### config.mk
export PLATFORM = sky130hd
export DESIGN_NAME = stepper_core
export DESIGN_NICKNAME = d
export VERILOG_FILES = /design/src/rtl/stepper_pkg.sv /design/src/rtl/stepper_ifs.sv /design/src/rtl/spi_frame_receiver.sv /design/src/rtl/command_decoder.sv /design/src/rtl/step_generator.sv /design/src/rtl/microstep_sequencer.sv /design/src/rtl/quadrature_counter.sv /design/src/rtl/stepper_core.sv
export SDC_FILE = /design/constraint.sdc
export NUM_CORES = 1
export LEC_CHECK = 0
export BUFFER_PORTS_ARGS = -buffer_cell sky130_fd_sc_hd__buf_2
export CAP_MARGIN = 20
export CORE_UTILIZATION = 45
export CTS_BUF_LIST = sky130_fd_sc_hd__clkbuf_2 sky130_fd_sc_hd__clkbuf_4 sky130_fd_sc_hd__clkbuf_8
export CTS_CLUSTER_SIZE = 30
export DETAILED_ROUTE_END_ITERATION = 7
export MAX_ROUTING_LAYER = met4
export PLACE_DENSITY = 0.59
export REMOVE_ABC_BUFFERS = 1
export SETUP_SLACK_MARGIN = 0.3
export SLEW_MARGIN = 20
export SYNTH_ARGS = -nofsm -noshare
export SYNTH_HDL_FRONTEND = slang
export SYNTH_SLANG_ARGS = --single-unit
### constraint.sdc
create_clock -name CLK -period 17.7 [get_ports CLK]
set_clock_uncertainty 0.15 [all_clocks]
set_input_delay 0 -clock CLK [delete_from_list [all_inputs] [get_ports CLK]]
set_output_delay 0 -clock CLK [all_outputs]
set_load 0.05 [all_outputs]
### src/rtl/stepper_pkg.sv
`default_nettype none

package stepper_pkg;

  localparam int frame_bits = 32;
  localparam int arg_bits = frame_bits - 8;
  localparam int steps_bits = 16;
  localparam int angle_bits = 8;         // 256 positions per electrical cycle
  localparam int max_microsteps = 6;
  localparam int count_bits = 32;

  typedef enum logic [7:0] {
    op_config = 8'd1,
    op_period = 8'd2,
    op_enable = 8'd3,
    op_move   = 8'd4
  } opcode_t;

  typedef struct packed {
    logic [2:0]            microsteps;
    logic [7:0]            current;
    logic [steps_bits-1:0] step_period;
    logic                  enable;
  } drive_config_t;

  localparam drive_config_t cfg_reset = '{
    microsteps:  3'd0,
    current:     8'd128,
    step_period: 16'd1000,
    enable:      1'b0
  };

  // Quarter wave of cosine, 0 to 84.4 degrees
  localparam logic [7:0] cos_table [16] = '{
    8'd255, 8'd254, 8'd250, 8'd244, 8'd236, 8'd225, 8'd212, 8'd197,
    8'd180, 8'd162, 8'd142, 8'd120, 8'd98,  8'd74,  8'd50,  8'd25
  };

endpackage

`default_nettype wire

### src/rtl/stepper_ifs.sv
`timescale 1ns/10ps
`default_nettype none

// Frame receiver to command decoder
interface command_if import stepper_pkg::*; ();
  logic                         frame_valid;
  opcode_t                      opcode;
  logic [arg_bits-1:0]          argument;
  logic signed [count_bits-1:0] readback;  // Encoder count for CIPO

  modport rx  (output frame_valid, opcode, argument, input readback);
  modport dec (input frame_valid, opcode, argument);
endinterface

// Move buffer to step generator
interface move_if import stepper_pkg::*; ();
  logic                  move_valid;
  logic                  move_dir;
  logic [steps_bits-1:0] move_steps;
  logic                  move_take;

  modport src (output move_valid, move_dir, move_steps, input move_take);
  modport gen (input move_valid, move_dir, move_steps, output move_take);
endinterface

`default_nettype wire

### src/rtl/spi_frame_receiver.sv
`timescale 1ns/10ps
`default_nettype none

module spi_frame_receiver import stepper_pkg::*; (
  input  logic  CLK,
  input  logic  resetn,
  input  logic  sck,
  input  logic  cs,
  input  logic  copi,
  output logic  cipo,
  command_if.rx cmd
);

  logic [2:0]            sck_sync;  // Two sync stages, then history
  logic [2:0]            cs_sync;
  logic [1:0]            copi_sync;
  logic                  sck_rise;
  logic                  sck_fall;
  logic                  cs_rise;
  logic                  cs_fall;
  logic [5:0]            bit_cnt;
  logic [frame_bits-1:0] rx_shift;
  logic [count_bits-1:0] tx_shift;

  always_ff @(posedge CLK) begin
    if (!resetn) begin
      sck_sync  <= '0;
      cs_sync   <= '1;  // CS idles high
      copi_sync <= '0;
    end else begin
      sck_sync  <= {sck_sync[1:0], sck};
      cs_sync   <= {cs_sync[1:0], cs};
      copi_sync <= {copi_sync[0], copi};
    end
  end

  assign sck_rise = sck_sync[1] & ~sck_sync[2];
  assign sck_fall = ~sck_sync[1] & sck_sync[2];
  assign cs_rise  = cs_sync[1] & ~cs_sync[2];
  assign cs_fall  = ~cs_sync[1] & cs_sync[2];

  // Bit counter saturates so that long frames never alias to 32
  always_ff @(posedge CLK) begin
    if (!resetn) begin
      bit_cnt <= '0;
    end else if (cs_fall) begin
      bit_cnt <= '0;
    end else if (sck_rise && !cs_sync[1] && bit_cnt != '1) begin
      bit_cnt <= bit_cnt + 6'd1;
    end
  end

  always_ff @(posedge CLK) begin
    if (sck_rise && !cs_sync[1]) begin
      rx_shift <= {rx_shift[frame_bits-2:0], copi_sync[1]};  // MSB first
    end
  end

  always_ff @(posedge CLK) begin
    if (!resetn) begin
      cmd.frame_valid <= 1'b0;
    end else begin
      cmd.frame_valid <= cs_rise && (bit_cnt == 6'(frame_bits));
    end
  end

  always_ff @(posedge CLK) begin
    if (cs_rise) begin
      cmd.opcode   <= opcode_t'(rx_shift[frame_bits-1:arg_bits]);
      cmd.argument <= rx_shift[arg_bits-1:0];
    end
  end

  // Readback snapshot on CS fall, next bit on each SCK fall
  always_ff @(posedge CLK) begin
    if (!resetn) begin
      tx_shift <= '0;
    end else if (cs_fall) begin
      tx_shift <= cmd.readback;
    end else if (sck_fall && !cs_sync[1]) begin
      tx_shift <= {tx_shift[count_bits-2:0], 1'b0};
    end
  end

  assign cipo = tx_shift[count_bits-1];

  a_single_strobe: assert property (@(posedge CLK) disable iff (!resetn)
    cmd.frame_valid |=> !cmd.frame_valid);

endmodule

`default_nettype wire

### src/rtl/command_decoder.sv
`timescale 1ns/10ps
`default_nettype none

module command_decoder import stepper_pkg::*; (
  input  logic          CLK,
  input  logic          resetn,
  command_if.dec        cmd,
  move_if.src           mv,
  output drive_config_t cfg,
  output logic          buffer_dtr
);

  logic [2:0] microsteps_arg;
  logic       is_move;

  // Codes above the finest resolution fall back to it
  assign microsteps_arg = (cmd.argument[2:0] > 3'(max_microsteps)) ?
                          3'(max_microsteps) : cmd.argument[2:0];

  assign is_move = cmd.frame_valid && (cmd.opcode == op_move);

  always_ff @(posedge CLK) begin
    if (!resetn) begin
      cfg           <= cfg_reset;
      mv.move_valid <= 1'b0;
    end else begin
      if (mv.move_take) begin
        mv.move_valid <= 1'b0;
      end
      if (cmd.frame_valid) begin
        case (cmd.opcode)
          op_config: begin
            cfg.microsteps <= microsteps_arg;
            cfg.current    <= cmd.argument[15:8];
          end
          op_period: cfg.step_period <= cmd.argument[steps_bits-1:0];
          op_enable: cfg.enable      <= cmd.argument[0];
          op_move:   mv.move_valid   <= 1'b1;  // Overwrites a pending move
          default:   ;
        endcase
      end
    end
  end

  always_ff @(posedge CLK) begin
    if (is_move) begin
      mv.move_dir   <= cmd.argument[16];
      mv.move_steps <= cmd.argument[steps_bits-1:0];
    end
  end

  assign buffer_dtr = ~mv.move_valid;

  // Generator must only take what is offered
  a_take_needs_valid: assert property (@(posedge CLK) disable iff (!resetn)
    mv.move_take |-> mv.move_valid);

endmodule

`default_nettype wire

### src/rtl/step_generator.sv
`timescale 1ns/10ps
`default_nettype none

module step_generator import stepper_pkg::*; (
  input  logic          CLK,
  input  logic          resetn,
  move_if.gen           mv,
  input  drive_config_t cfg,
  output logic          step,
  output logic          dir,
  output logic          move_done
);

  logic                  busy;
  logic [steps_bits-1:0] steps_left;
  logic [steps_bits-1:0] timer;
  logic [steps_bits-1:0] reload;

  // A period of zero behaves like one
  assign reload = (cfg.step_period > 1) ? cfg.step_period - 1'b1 : '0;

  assign mv.move_take = ~busy & cfg.enable & mv.move_valid;
  assign move_done    = ~busy;

  always_ff @(posedge CLK) begin
    if (!resetn) begin
      busy <= 1'b0;
      step <= 1'b0;
      dir  <= 1'b0;
    end else begin
      step <= 1'b0;
      if (!cfg.enable) begin
        busy <= 1'b0;  // Abort
      end else if (mv.move_take) begin
        dir  <= mv.move_dir;
        busy <= (mv.move_steps != '0);  // Empty move ends here
      end else if (busy && timer == '0) begin
        step <= 1'b1;
        if (steps_left == 1) begin
          busy <= 1'b0;
        end
      end
    end
  end

  always_ff @(posedge CLK) begin
    if (mv.move_take) begin
      steps_left <= mv.move_steps;
      timer      <= reload;
    end else if (busy) begin
      if (timer == '0) begin
        steps_left <= steps_left - 1'b1;
        timer      <= reload;
      end else begin
        timer <= timer - 1'b1;
      end
    end
  end

  // Remaining count never underflows during a move
  a_steps_left: assert property (@(posedge CLK) disable iff (!resetn)
    busy |-> steps_left != '0);

endmodule

`default_nettype wire

### src/rtl/microstep_sequencer.sv
`timescale 1ns/10ps
`default_nettype none

module microstep_sequencer import stepper_pkg::*; (
  input  logic          CLK,
  input  logic          resetn,
  input  logic          step,
  input  logic          dir,
  input  drive_config_t cfg,
  output logic          phase_a1,
  output logic          phase_a2,
  output logic          phase_b1,
  output logic          phase_b2,
  output logic          vref_a,
  output logic          vref_b
);

  logic [angle_bits-1:0] angle;
  logic [angle_bits-1:0] incr;
  logic [1:0]            quadrant;
  logic [3:0]            idx_cos;
  logic [3:0]            idx_sin;
  logic [15:0]           prod_a;
  logic [15:0]           prod_b;
  logic [7:0]            pwm_cnt;
  logic                  a_pos;
  logic                  b_pos;

  assign incr = 8'd64 >> cfg.microsteps;  // Full step is a quarter cycle

  always_ff @(posedge CLK) begin
    if (!resetn) begin
      angle <= '0;
    end else if (step) begin
      angle <= dir ? angle + incr : angle - incr;
    end
  end

  assign quadrant = angle[angle_bits-1 -: 2];
  assign a_pos    = (quadrant == 2'd0) || (quadrant == 2'd3);
  assign b_pos    = ~quadrant[1];

  // Odd quadrants run the table backwards
  assign idx_cos = quadrant[0] ? ~angle[5:2] : angle[5:2];
  assign idx_sin = ~idx_cos;
  assign prod_a  = cfg.current * cos_table[idx_cos];
  assign prod_b  = cfg.current * cos_table[idx_sin];

  always_ff @(posedge CLK) begin
    if (!resetn) begin
      pwm_cnt  <= '0;
      phase_a1 <= 1'b0;
      phase_a2 <= 1'b0;
      phase_b1 <= 1'b0;
      phase_b2 <= 1'b0;
      vref_a   <= 1'b0;
      vref_b   <= 1'b0;
    end else begin
      pwm_cnt  <= pwm_cnt + 8'd1;
      phase_a1 <= cfg.enable & a_pos;
      phase_a2 <= cfg.enable & ~a_pos;
      phase_b1 <= cfg.enable & b_pos;
      phase_b2 <= cfg.enable & ~b_pos;
      vref_a   <= cfg.enable & (pwm_cnt < prod_a[15:8]);  // Duty is current * mag / 256
      vref_b   <= cfg.enable & (pwm_cnt < prod_b[15:8]);
    end
  end

endmodule

`default_nettype wire

### src/rtl/quadrature_counter.sv
`timescale 1ns/10ps
`default_nettype none

module quadrature_counter import stepper_pkg::*; (
  input  logic                         CLK,
  input  logic                         resetn,
  input  logic                         enc_a,
  input  logic                         enc_b,
  output logic signed [count_bits-1:0] count,
  output logic                         fault
);

  logic [2:0] a_sync;
  logic [2:0] b_sync;
  logic [3:0] trans;  // Previous AB, then current AB

  always_ff @(posedge CLK) begin
    if (!resetn) begin
      a_sync <= '0;
      b_sync <= '0;
    end else begin
      a_sync <= {a_sync[1:0], enc_a};
      b_sync <= {b_sync[1:0], enc_b};
    end
  end

  assign trans = {a_sync[2], b_sync[2], a_sync[1], b_sync[1]};

  always_ff @(posedge CLK) begin
    if (!resetn) begin
      count <= '0;
      fault <= 1'b0;
    end else begin
      case (trans)
        // Forward Gray sequence 00 01 11 10
        4'b0001,
        4'b0111,
        4'b1110,
        4'b1000: count <= count + 1;
        4'b0100,
        4'b1101,
        4'b1011,
        4'b0010: count <= count - 1;
        // Both inputs moved in one sample
        4'b0011,
        4'b1100,
        4'b0110,
        4'b1001: fault <= 1'b1;
        default: ;
      endcase
    end
  end

endmodule

`default_nettype wire

### src/rtl/stepper_core.sv
`timescale 1ns/10ps
`default_nettype none

module stepper_core import stepper_pkg::*; (
  input  logic CLK,
  input  logic resetn,
  input  logic SCK,
  input  logic CS,
  input  logic COPI,
  output logic CIPO,
  input  logic ENC_A,
  input  logic ENC_B,
  output logic PHASE_A1,
  output logic PHASE_A2,
  output logic PHASE_B1,
  output logic PHASE_B2,
  output logic VREF_A,
  output logic VREF_B,
  output logic BUFFER_DTR,
  output logic MOVE_DONE,
  output logic ENC_FAULT
);

  command_if cmd_bus ();
  move_if    move_bus ();

  drive_config_t                cfg;
  logic                         step;
  logic                         dir;
  logic signed [count_bits-1:0] enc_count;

  assign cmd_bus.readback = enc_count;  // Count back out over SPI

  spi_frame_receiver spi_frame_receiver_i (
    .CLK    (CLK),
    .resetn (resetn),
    .sck    (SCK),
    .cs     (CS),
    .copi   (COPI),
    .cipo   (CIPO),
    .cmd    (cmd_bus.rx)
  );

  command_decoder command_decoder_i (
    .CLK        (CLK),
    .resetn     (resetn),
    .cmd        (cmd_bus.dec),
    .mv         (move_bus.src),
    .cfg        (cfg),
    .buffer_dtr (BUFFER_DTR)
  );

  step_generator step_generator_i (
    .CLK       (CLK),
    .resetn    (resetn),
    .mv        (move_bus.gen),
    .cfg       (cfg),
    .step      (step),
    .dir       (dir),
    .move_done (MOVE_DONE)
  );

  microstep_sequencer microstep_sequencer_i (
    .CLK      (CLK),
    .resetn   (resetn),
    .step     (step),
    .dir      (dir),
    .cfg      (cfg),
    .phase_a1 (PHASE_A1),
    .phase_a2 (PHASE_A2),
    .phase_b1 (PHASE_B1),
    .phase_b2 (PHASE_B2),
    .vref_a   (VREF_A),
    .vref_b   (VREF_B)
  );

  quadrature_counter quadrature_counter_i (
    .CLK    (CLK),
    .resetn (resetn),
    .enc_a  (ENC_A),
    .enc_b  (ENC_B),
    .count  (enc_count),
    .fault  (ENC_FAULT)
  );

endmodule

`default_nettype wire

==> Yosys cells after proc, flatten, opt, wreduce, memory -nomap -nowiden <==
Memory sizes are Yosys's and may differ from the RTL's.
Index checks and enable logic that the tools add are counted.
W data, S select, Z words.
{ "totals": {"ff_bits": 246, "rom_bits": 256, "inputBits": 7, "word_cells": 152, "mem_count": 2} }
{ "op_classes": {"n_addsub": 9, "n_mul": 2, "magnitude_cmp": 6, "n_eq_ne": 20, "shifts": 1, "muxes": 24, "bitwise_logic": 26, "n_reduce_logical": 29} }
{ "memory_table": {"columns": ["name", "depth", "word_bits", "read_ports", "rd_clocked_by_memory_dff", "write_ports", "line_no", "source"], "rows": [
  ["(name not given)", 16, 8, 1, 0, 0, "microstep_sequencer.sv:46", "assign prod_a = cfg.current * cos_table[idx_cos];"],
  ["(name not given)", 16, 8, 1, 0, 0, "microstep_sequencer.sv:47", "assign prod_b = cfg.current * cos_table[idx_sin];"]
]} }
{ "op_table": {"columns": ["operator", "n"], "rows": [
  ["$mux W16", 7],
  ["$mux W32", 2],
  ["$pmux W32 S2", 1],
  ["$sub A16 B1 Y16 const B", 3],
  ["$mux W8", 5],
  ["$add A32 B2 Y32 const B", 1],
  ["$mul A8 B8 Y16", 2],
  ["$sub A32 B2 Y32 const B", 1],
  ["$eq A4 B4 Y1 const B", 6],
  ["$eq A16 B1 Y1 const B", 1],
  ["$eq A8 B2 Y1 const B", 2],
  ["$gt A16 B1 Y1 const B", 1],
  ["$logic_not A16 Y1", 1],
  ["$lt A8 B8 Y1", 2],
  ["$reduce_bool A16 Y1", 1],
  ["$reduce_and A2 Y1", 7],
  ["$and A1 B1 Y1", 12],
  ["$eq A4 B3 Y1 const B", 3],
  ["$reduce_bool A2 Y1", 6],
  ["$reduce_or A4 Y1", 3],
  ["$ge A5 B5 Y1 const B", 2],
  ["$not A1 Y1", 10],
  ["$not A4 Y5", 2],
  ["$add A8 B1 Y8 const B", 1],
  ["22 further kinds", 35]
]} }

==> Depth between registers and ports, before layout <==
{ "depth": {"word_depth": 10, "ltp_mapped": 29} }

==> By module <==
From an unflattened synthesis, not the netlist that was laid out.
{ "hier_totals": {"cells_unflattened": 1761, "hier_area_um2": 17194.0} }
{ "modules_own_cells": {"columns": ["module", "instances", "cells_per_inst", "area_per_inst_um2"], "rows": [
  ["microstep_sequencer", 1, 708, 5962.0],
  ["spi_frame_receiver", 1, 266, 3988.8],
  ["quadrature_counter", 1, 395, 3118.0],
  ["step_generator", 1, 250, 2387.3],
  ["command_decoder", 1, 142, 1737.9]
]} }

==> Worst setup path after synthesis <==
OpenSTA, ideal clock, no wires.
{ "synth_path": {"path_type": "reg2reg", "start": "reg microstep_sequencer_i.angle[6]", "end": "reg microstep_sequencer_i.vref_b", "setup_ps": 57, "arrival_time_ps": 6767, "path_slack_ps": 10726, "path_stages_with_launch": 26, "period_less_slack_ps": 6974, "cell_sequence": "dfxtp_1 buf_2 xor2_1 inv_1 ha_1 o21ai_0 nand2_1 fa_1 fa_1 inv_1 fa_1 inv_1 fa_1 inv_1 ha_1 nand4_1 o41ai_1 a31oi_1 o21ai_1 or3_1 a31oi_1 xnor2_1 ha_1 or4_1 a211oi_1 or3_1"} }
{ "synth_via": {"elab_chain_len": 9} }
{ "synth_rtl": {"columns": ["element", "line_no", "source"], "rows": [
  ["start, declared", "microstep_sequencer.sv:18", "logic [angle_bits-1:0] angle;"],
  ["start signal, assigned", "microstep_sequencer.sv:35", "angle <= dir ? angle + incr : angle - incr;"],
  ["$mux W4", "microstep_sequencer.sv:44", "assign idx_cos = quadrant[0] ? ~angle[5:2] : angle[5:2];"],
  ["$not A4 Y4", "microstep_sequencer.sv:45", "assign idx_sin = ~idx_cos;"],
  ["$not A4 Y5 (implied by the code)", "microstep_sequencer.sv:47", null],
  ["$mem_v2 Z16 W8", null, null],
  ["$mux W8 (implied by the code) (2 in a row)", "microstep_sequencer.sv:47", null],
  ["$mul A8 B8 Y16", "microstep_sequencer.sv:47", null],
  ["$lt A8 B8 Y1", "microstep_sequencer.sv:65", "vref_b <= cfg.enable & (pwm_cnt < prod_b[15:8]);"],
  ["$and A1 B1 Y1", "microstep_sequencer.sv:65", null],
  ["end signal, assigned", "microstep_sequencer.sv:65", null],
  ["end, declared", "microstep_sequencer.sv:15", "output logic vref_b"]
]} }
Every way passes these cells. The select of a mux whose other input is x is not followed.
A chain may end at the register's enable or synchronous reset.

==> Worst setup path in the final report <==
Ends and elaborated chain as after synthesis.

==> flow_metrics.py <==
metrics = {
    "timing": {
        "maxSlewViolCount": 0,
        "min_period_ns": 8.18,
        "rsz0062_at_grt": "no",
        "tns_ns": 0,
        "setup_viol_count_final": 0,
        "timing.final.hold_violations": 0,
        "min_period_over_period_pct": 46.2,
        "hold_ws_ns": 0.250,
        "tightestPinTransition_ns": 0.920,
        "clock.fmax_mhz": 122,
        "slew_headroom_pct": 38.3,
    },
    "drt": {
        "ant_nets": 0,
        "via_per_inst": 5.34,
        "drc": 0,
        "routedWlPerCell_um": 15.1,
        "drt-total-wl_um": 32800,
        "drt_first_pass_iters": 5,
        "num_vias": 11600,
        "drt_iter0_drc": 578,
    },
    "place": {
        "portBuffers": 16,
        "dp_hpwl_um": 22900,
        "gp_congestion": 0.834,
    },
    "cells_and_area": {
        "final_layout_size_suffix_gt1_share_pct": 7.88,
        "final_core_util_pct": 50.7,
        "fin_nets": 1890,
        "nFillCells": 3234,
        "syn_to_final_growth_pct": 10.7,
        "antenna_cells": 0,
    },
    "setup_path": {
        "cp_slowest_cell": "dfxtp_1",
        "crit_chain": "xor2_1 -> inv_1 -> ha_1 -> o21ai_0 -> nand2_1 -> fa_1 -> fa_1 -> inv_1 -> fa_1 -> inv_1 -> fa_1 -> inv_1 -> ha_1 -> nand4_1 -> o41ai_1 -> a31oi_1 -> o21ai_1 -> or3_1 -> a31oi_1 -> xnor2_1 -> ha_1 -> or4_1 -> a211oi_1 -> or3_1",
        "r2r_start": "microstep_sequencer_i.angle[6]",
        "reg2reg_slack_ns": 9.52,
        "reg2reg_to": "microstep_sequencer_i.vref_b",
        "arrival_ns": 8.53,
        "cp.required_ns": 18.05,
        "cp_max_fo": 16,
        "crit_start": "microstep_sequencer_i.angle[6]",
        "endpoint_kind": "flop",
        "r2r_cells": 24,
        "startpoint_type": "flop",
        "critPathMaxStageDelay_ns": 0.72,
        "criticalPathCategory": "reg2reg",
    },
    "min_path": {
        "hold_depth": 0,
        "hp-start": "spi_frame_receiver_i.copi_sync[1]",
        "hold_path.class": "reg2reg",
        "min_to": "spi_frame_receiver_i.rx_shift[0]",
    },
    "grt": {
        "antenna_found_initial": 0,
        "grt_pass1_vias": 11800,
        "gr-total-overflow": 0,
        "grt_util_all_layers_pct": 19.9,
        "grt_max_degree": 63,
        "grt_pass1_wl_um": 57400,
    },
    "floorplanning": {
        "std_cell_rows": 68,
        "die_area_sq_um": 36100,
        "io_pins": 17,
        "die_x_um": 190,
        "die_y_um": 190,
        "start_util_pct": 45.9,
        "fp.coreArea_sq_um": 34700,
    },
    "synthesis": {
        "synth_seq_cells": 246,
        "synth_area_per_cell_sq_um": 9.66,
        "ys_top_cells_by_area": "edfxtp_1 20%, dfxtp_1 18%, ha_1 11%, fa_1 9.1%, and2_1 3.9%",
        "synth_top_cell_area_share_pct": 20.0,
        "netlist_instances": 1648,
        "synth_ff_type": "dfxtp_1",
        "synth_edf_count": 106,
        "synth.distinct_cells": 69,
        "synth.top_cells.by_count": "156 x nand2_1, 140 x dfxtp_1, 134 x ha_1",
        "syn_area_sq_um": 15900,
        "yosysTopAreaCell": "edfxtp_1",
        "yosysSeqAreaShare_pct": 37.6,
        "ys_warn_count": 0,
        "async_flop_share_pct": 0,
        "yosysMostFrequentCell": "nand2_1",
    },
    "status": {
        "status": "finished clean",
    },
    "clocking": {
        "root_buffer": "clkbuf_8",
        "clk_pin_slew_ns": 0.06,
        "cts.sinks": 246,
        "cts.htree.levels": 2,
        "numCtsBuffers": 45,
        "clock_path_buffers": 3,
        "clk-insertion-delay-late_ns": 0.57,
        "cts_tree": "built",
    },
    "flow_run": {
        "maxCapViolCount": 0,
    },
    "power_and_ir_drop": {
        "total_power_uw": 1270,
        "ir_drop_mv": 0.0484,
        "power_density_nw_per_um2": 72.3,
        "p_leak_uw": 0.00731,
    },
}
-- cell type report --
cell class                      instances  area (sq um)  area share, %
Clock buffer                           62           797           4.52
Multi-Input combinational cell       1235          9350           53.1
Clock inverter                         21           181           1.03
Sequential cell                       246          5990           34.0
Tap cell                              455           569           3.23
Timing Repair Buffer                   46           343           1.95
Inverter                              103           388           2.20
-- kinds of logic (layout without fill, tap and decap cells) --
| kind of cell | count (synthesis) | after routing | synth area share (%) |
|---|---|---|---|
| buffers and inverters | 167 | 232 | 3.95 |
| DFF | 246 | 246 | 37.6 |
| AOI/OAI and AO/OA | 298 | 298 | 12.0 |
| xor gates and xnor gates | 106 | 106 | 5.83 |
| adders and majority gates | 206 | 206 | 19.6 |
| and+or+nand+nor | 578 | 578 | 18.1 |
| muxes | 47 | 47 | 2.96 |
-- worst max-delay path by stage --
stage                                              end  slack [ns]
final                     microstep_sequencer_i.vref_b        9.52
after global routing      microstep_sequencer_i.vref_b        8.87
after CTS                 microstep_sequencer_i.vref_b        9.61
after detailed placement  microstep_sequencer_i.vref_b        9.64
after global placement    microstep_sequencer_i.vref_b        9.96
after floorplan           microstep_sequencer_i.vref_b       10.72
-- through the flow --
stage,worst slack (ns),std cells,cell area [sq um]
global placement,9.96,2070,16500
global route,8.87,2168,17600
CTS,9.61,2168,17600
floorplan,10.72,1584,15700
detailed placement,9.64,2070,16500
finish,9.52,2168,17600
-- sequential cells by signal, summed over array words and instances, names as in the netlist, 3 cells and up --
name,flops
spi_frame_receiver_i.rx_shift,32
command_decoder_i.mv.move_steps,16
spi_frame_receiver_i.bit_cnt,6
quadrature_counter_i.a_sync,3
step_generator_i.steps_left,16
step_generator_i.timer,16
quadrature_counter_i.b_sync,3
spi_frame_receiver_i.cs_sync,3
spi_frame_receiver_i.sck_sync,3
spi_frame_receiver_i.tx_shift,32
spi_frame_receiver_i.cmd.opcode,8
spi_frame_receiver_i.cmd.argument,17
command_decoder_i.cfg,28
quadrature_counter_i.count,32
microstep_sequencer_i.angle,8
microstep_sequencer_i.pwm_cnt,8
-- critical path, delay by kind of cell (launching register included) --
family                     cells  cell delay, ns
AOI/OAI and AO/OA              6            2.15
xor gates and xnor gates       2            0.72
adders and majority gates      7            2.96
buffers and inverters          4            0.35
DFF                            1            0.72
and+or+nand+nor                5            1.08
-- routing by layer --
layer / vias up / part of all wire (%) / global-route usage [%]
li1: 5827 / - / -
met1: 5555 / 47 / 25.4
met2: 136 / 48 / 32.8
met3: 57 / 2.6 / 2.55
met4: 0 / 2.1 / 6.02
met5: - / 0 / -
-- cells in the final DEF, fill, tap and decap left out, drive strengths merged, types with 4 or more instances in the layout --
cell	instances
nor3b	5
o211ai	6
o21ai	34
or2	5
a21o	29
nor4	19
clkbuf	62
dlygate4sd3	15
nand4b	5
ha	134
xnor2	62
and2	100
clkinv	17
or3	11
a31oi	9
mux2i	46
xor2	44
inv	102
dfxtp	140
and3	7
nor2	128
a211oi	42
o22ai	16
o21bai	5
o21a	7
nand4	14
or4	5
edfxtp	106
nor3	24
a21boi	4
nor2b	35
a21oi	110
fa	72
nand2b	12
nand3	40
nand2	156
buf	31
nor4b	4
-- repair_timing --
item / CTS / global route
hold buffers: 15 / 0
endpoints found under the hold margin: 30 / 0
gates resized for setup: 0 / 0
setup buffers: 0 / 0
-- power breakdown --
part	switching (uW)	total, uW	internal [uW]	leakage, uW
Sequential	10.3	613	602	0.00214
Clock	240	577	337	0.000521
Combinational	50.4	83.7	33.3	0.00465
Power figures use the tool's default switching activity.
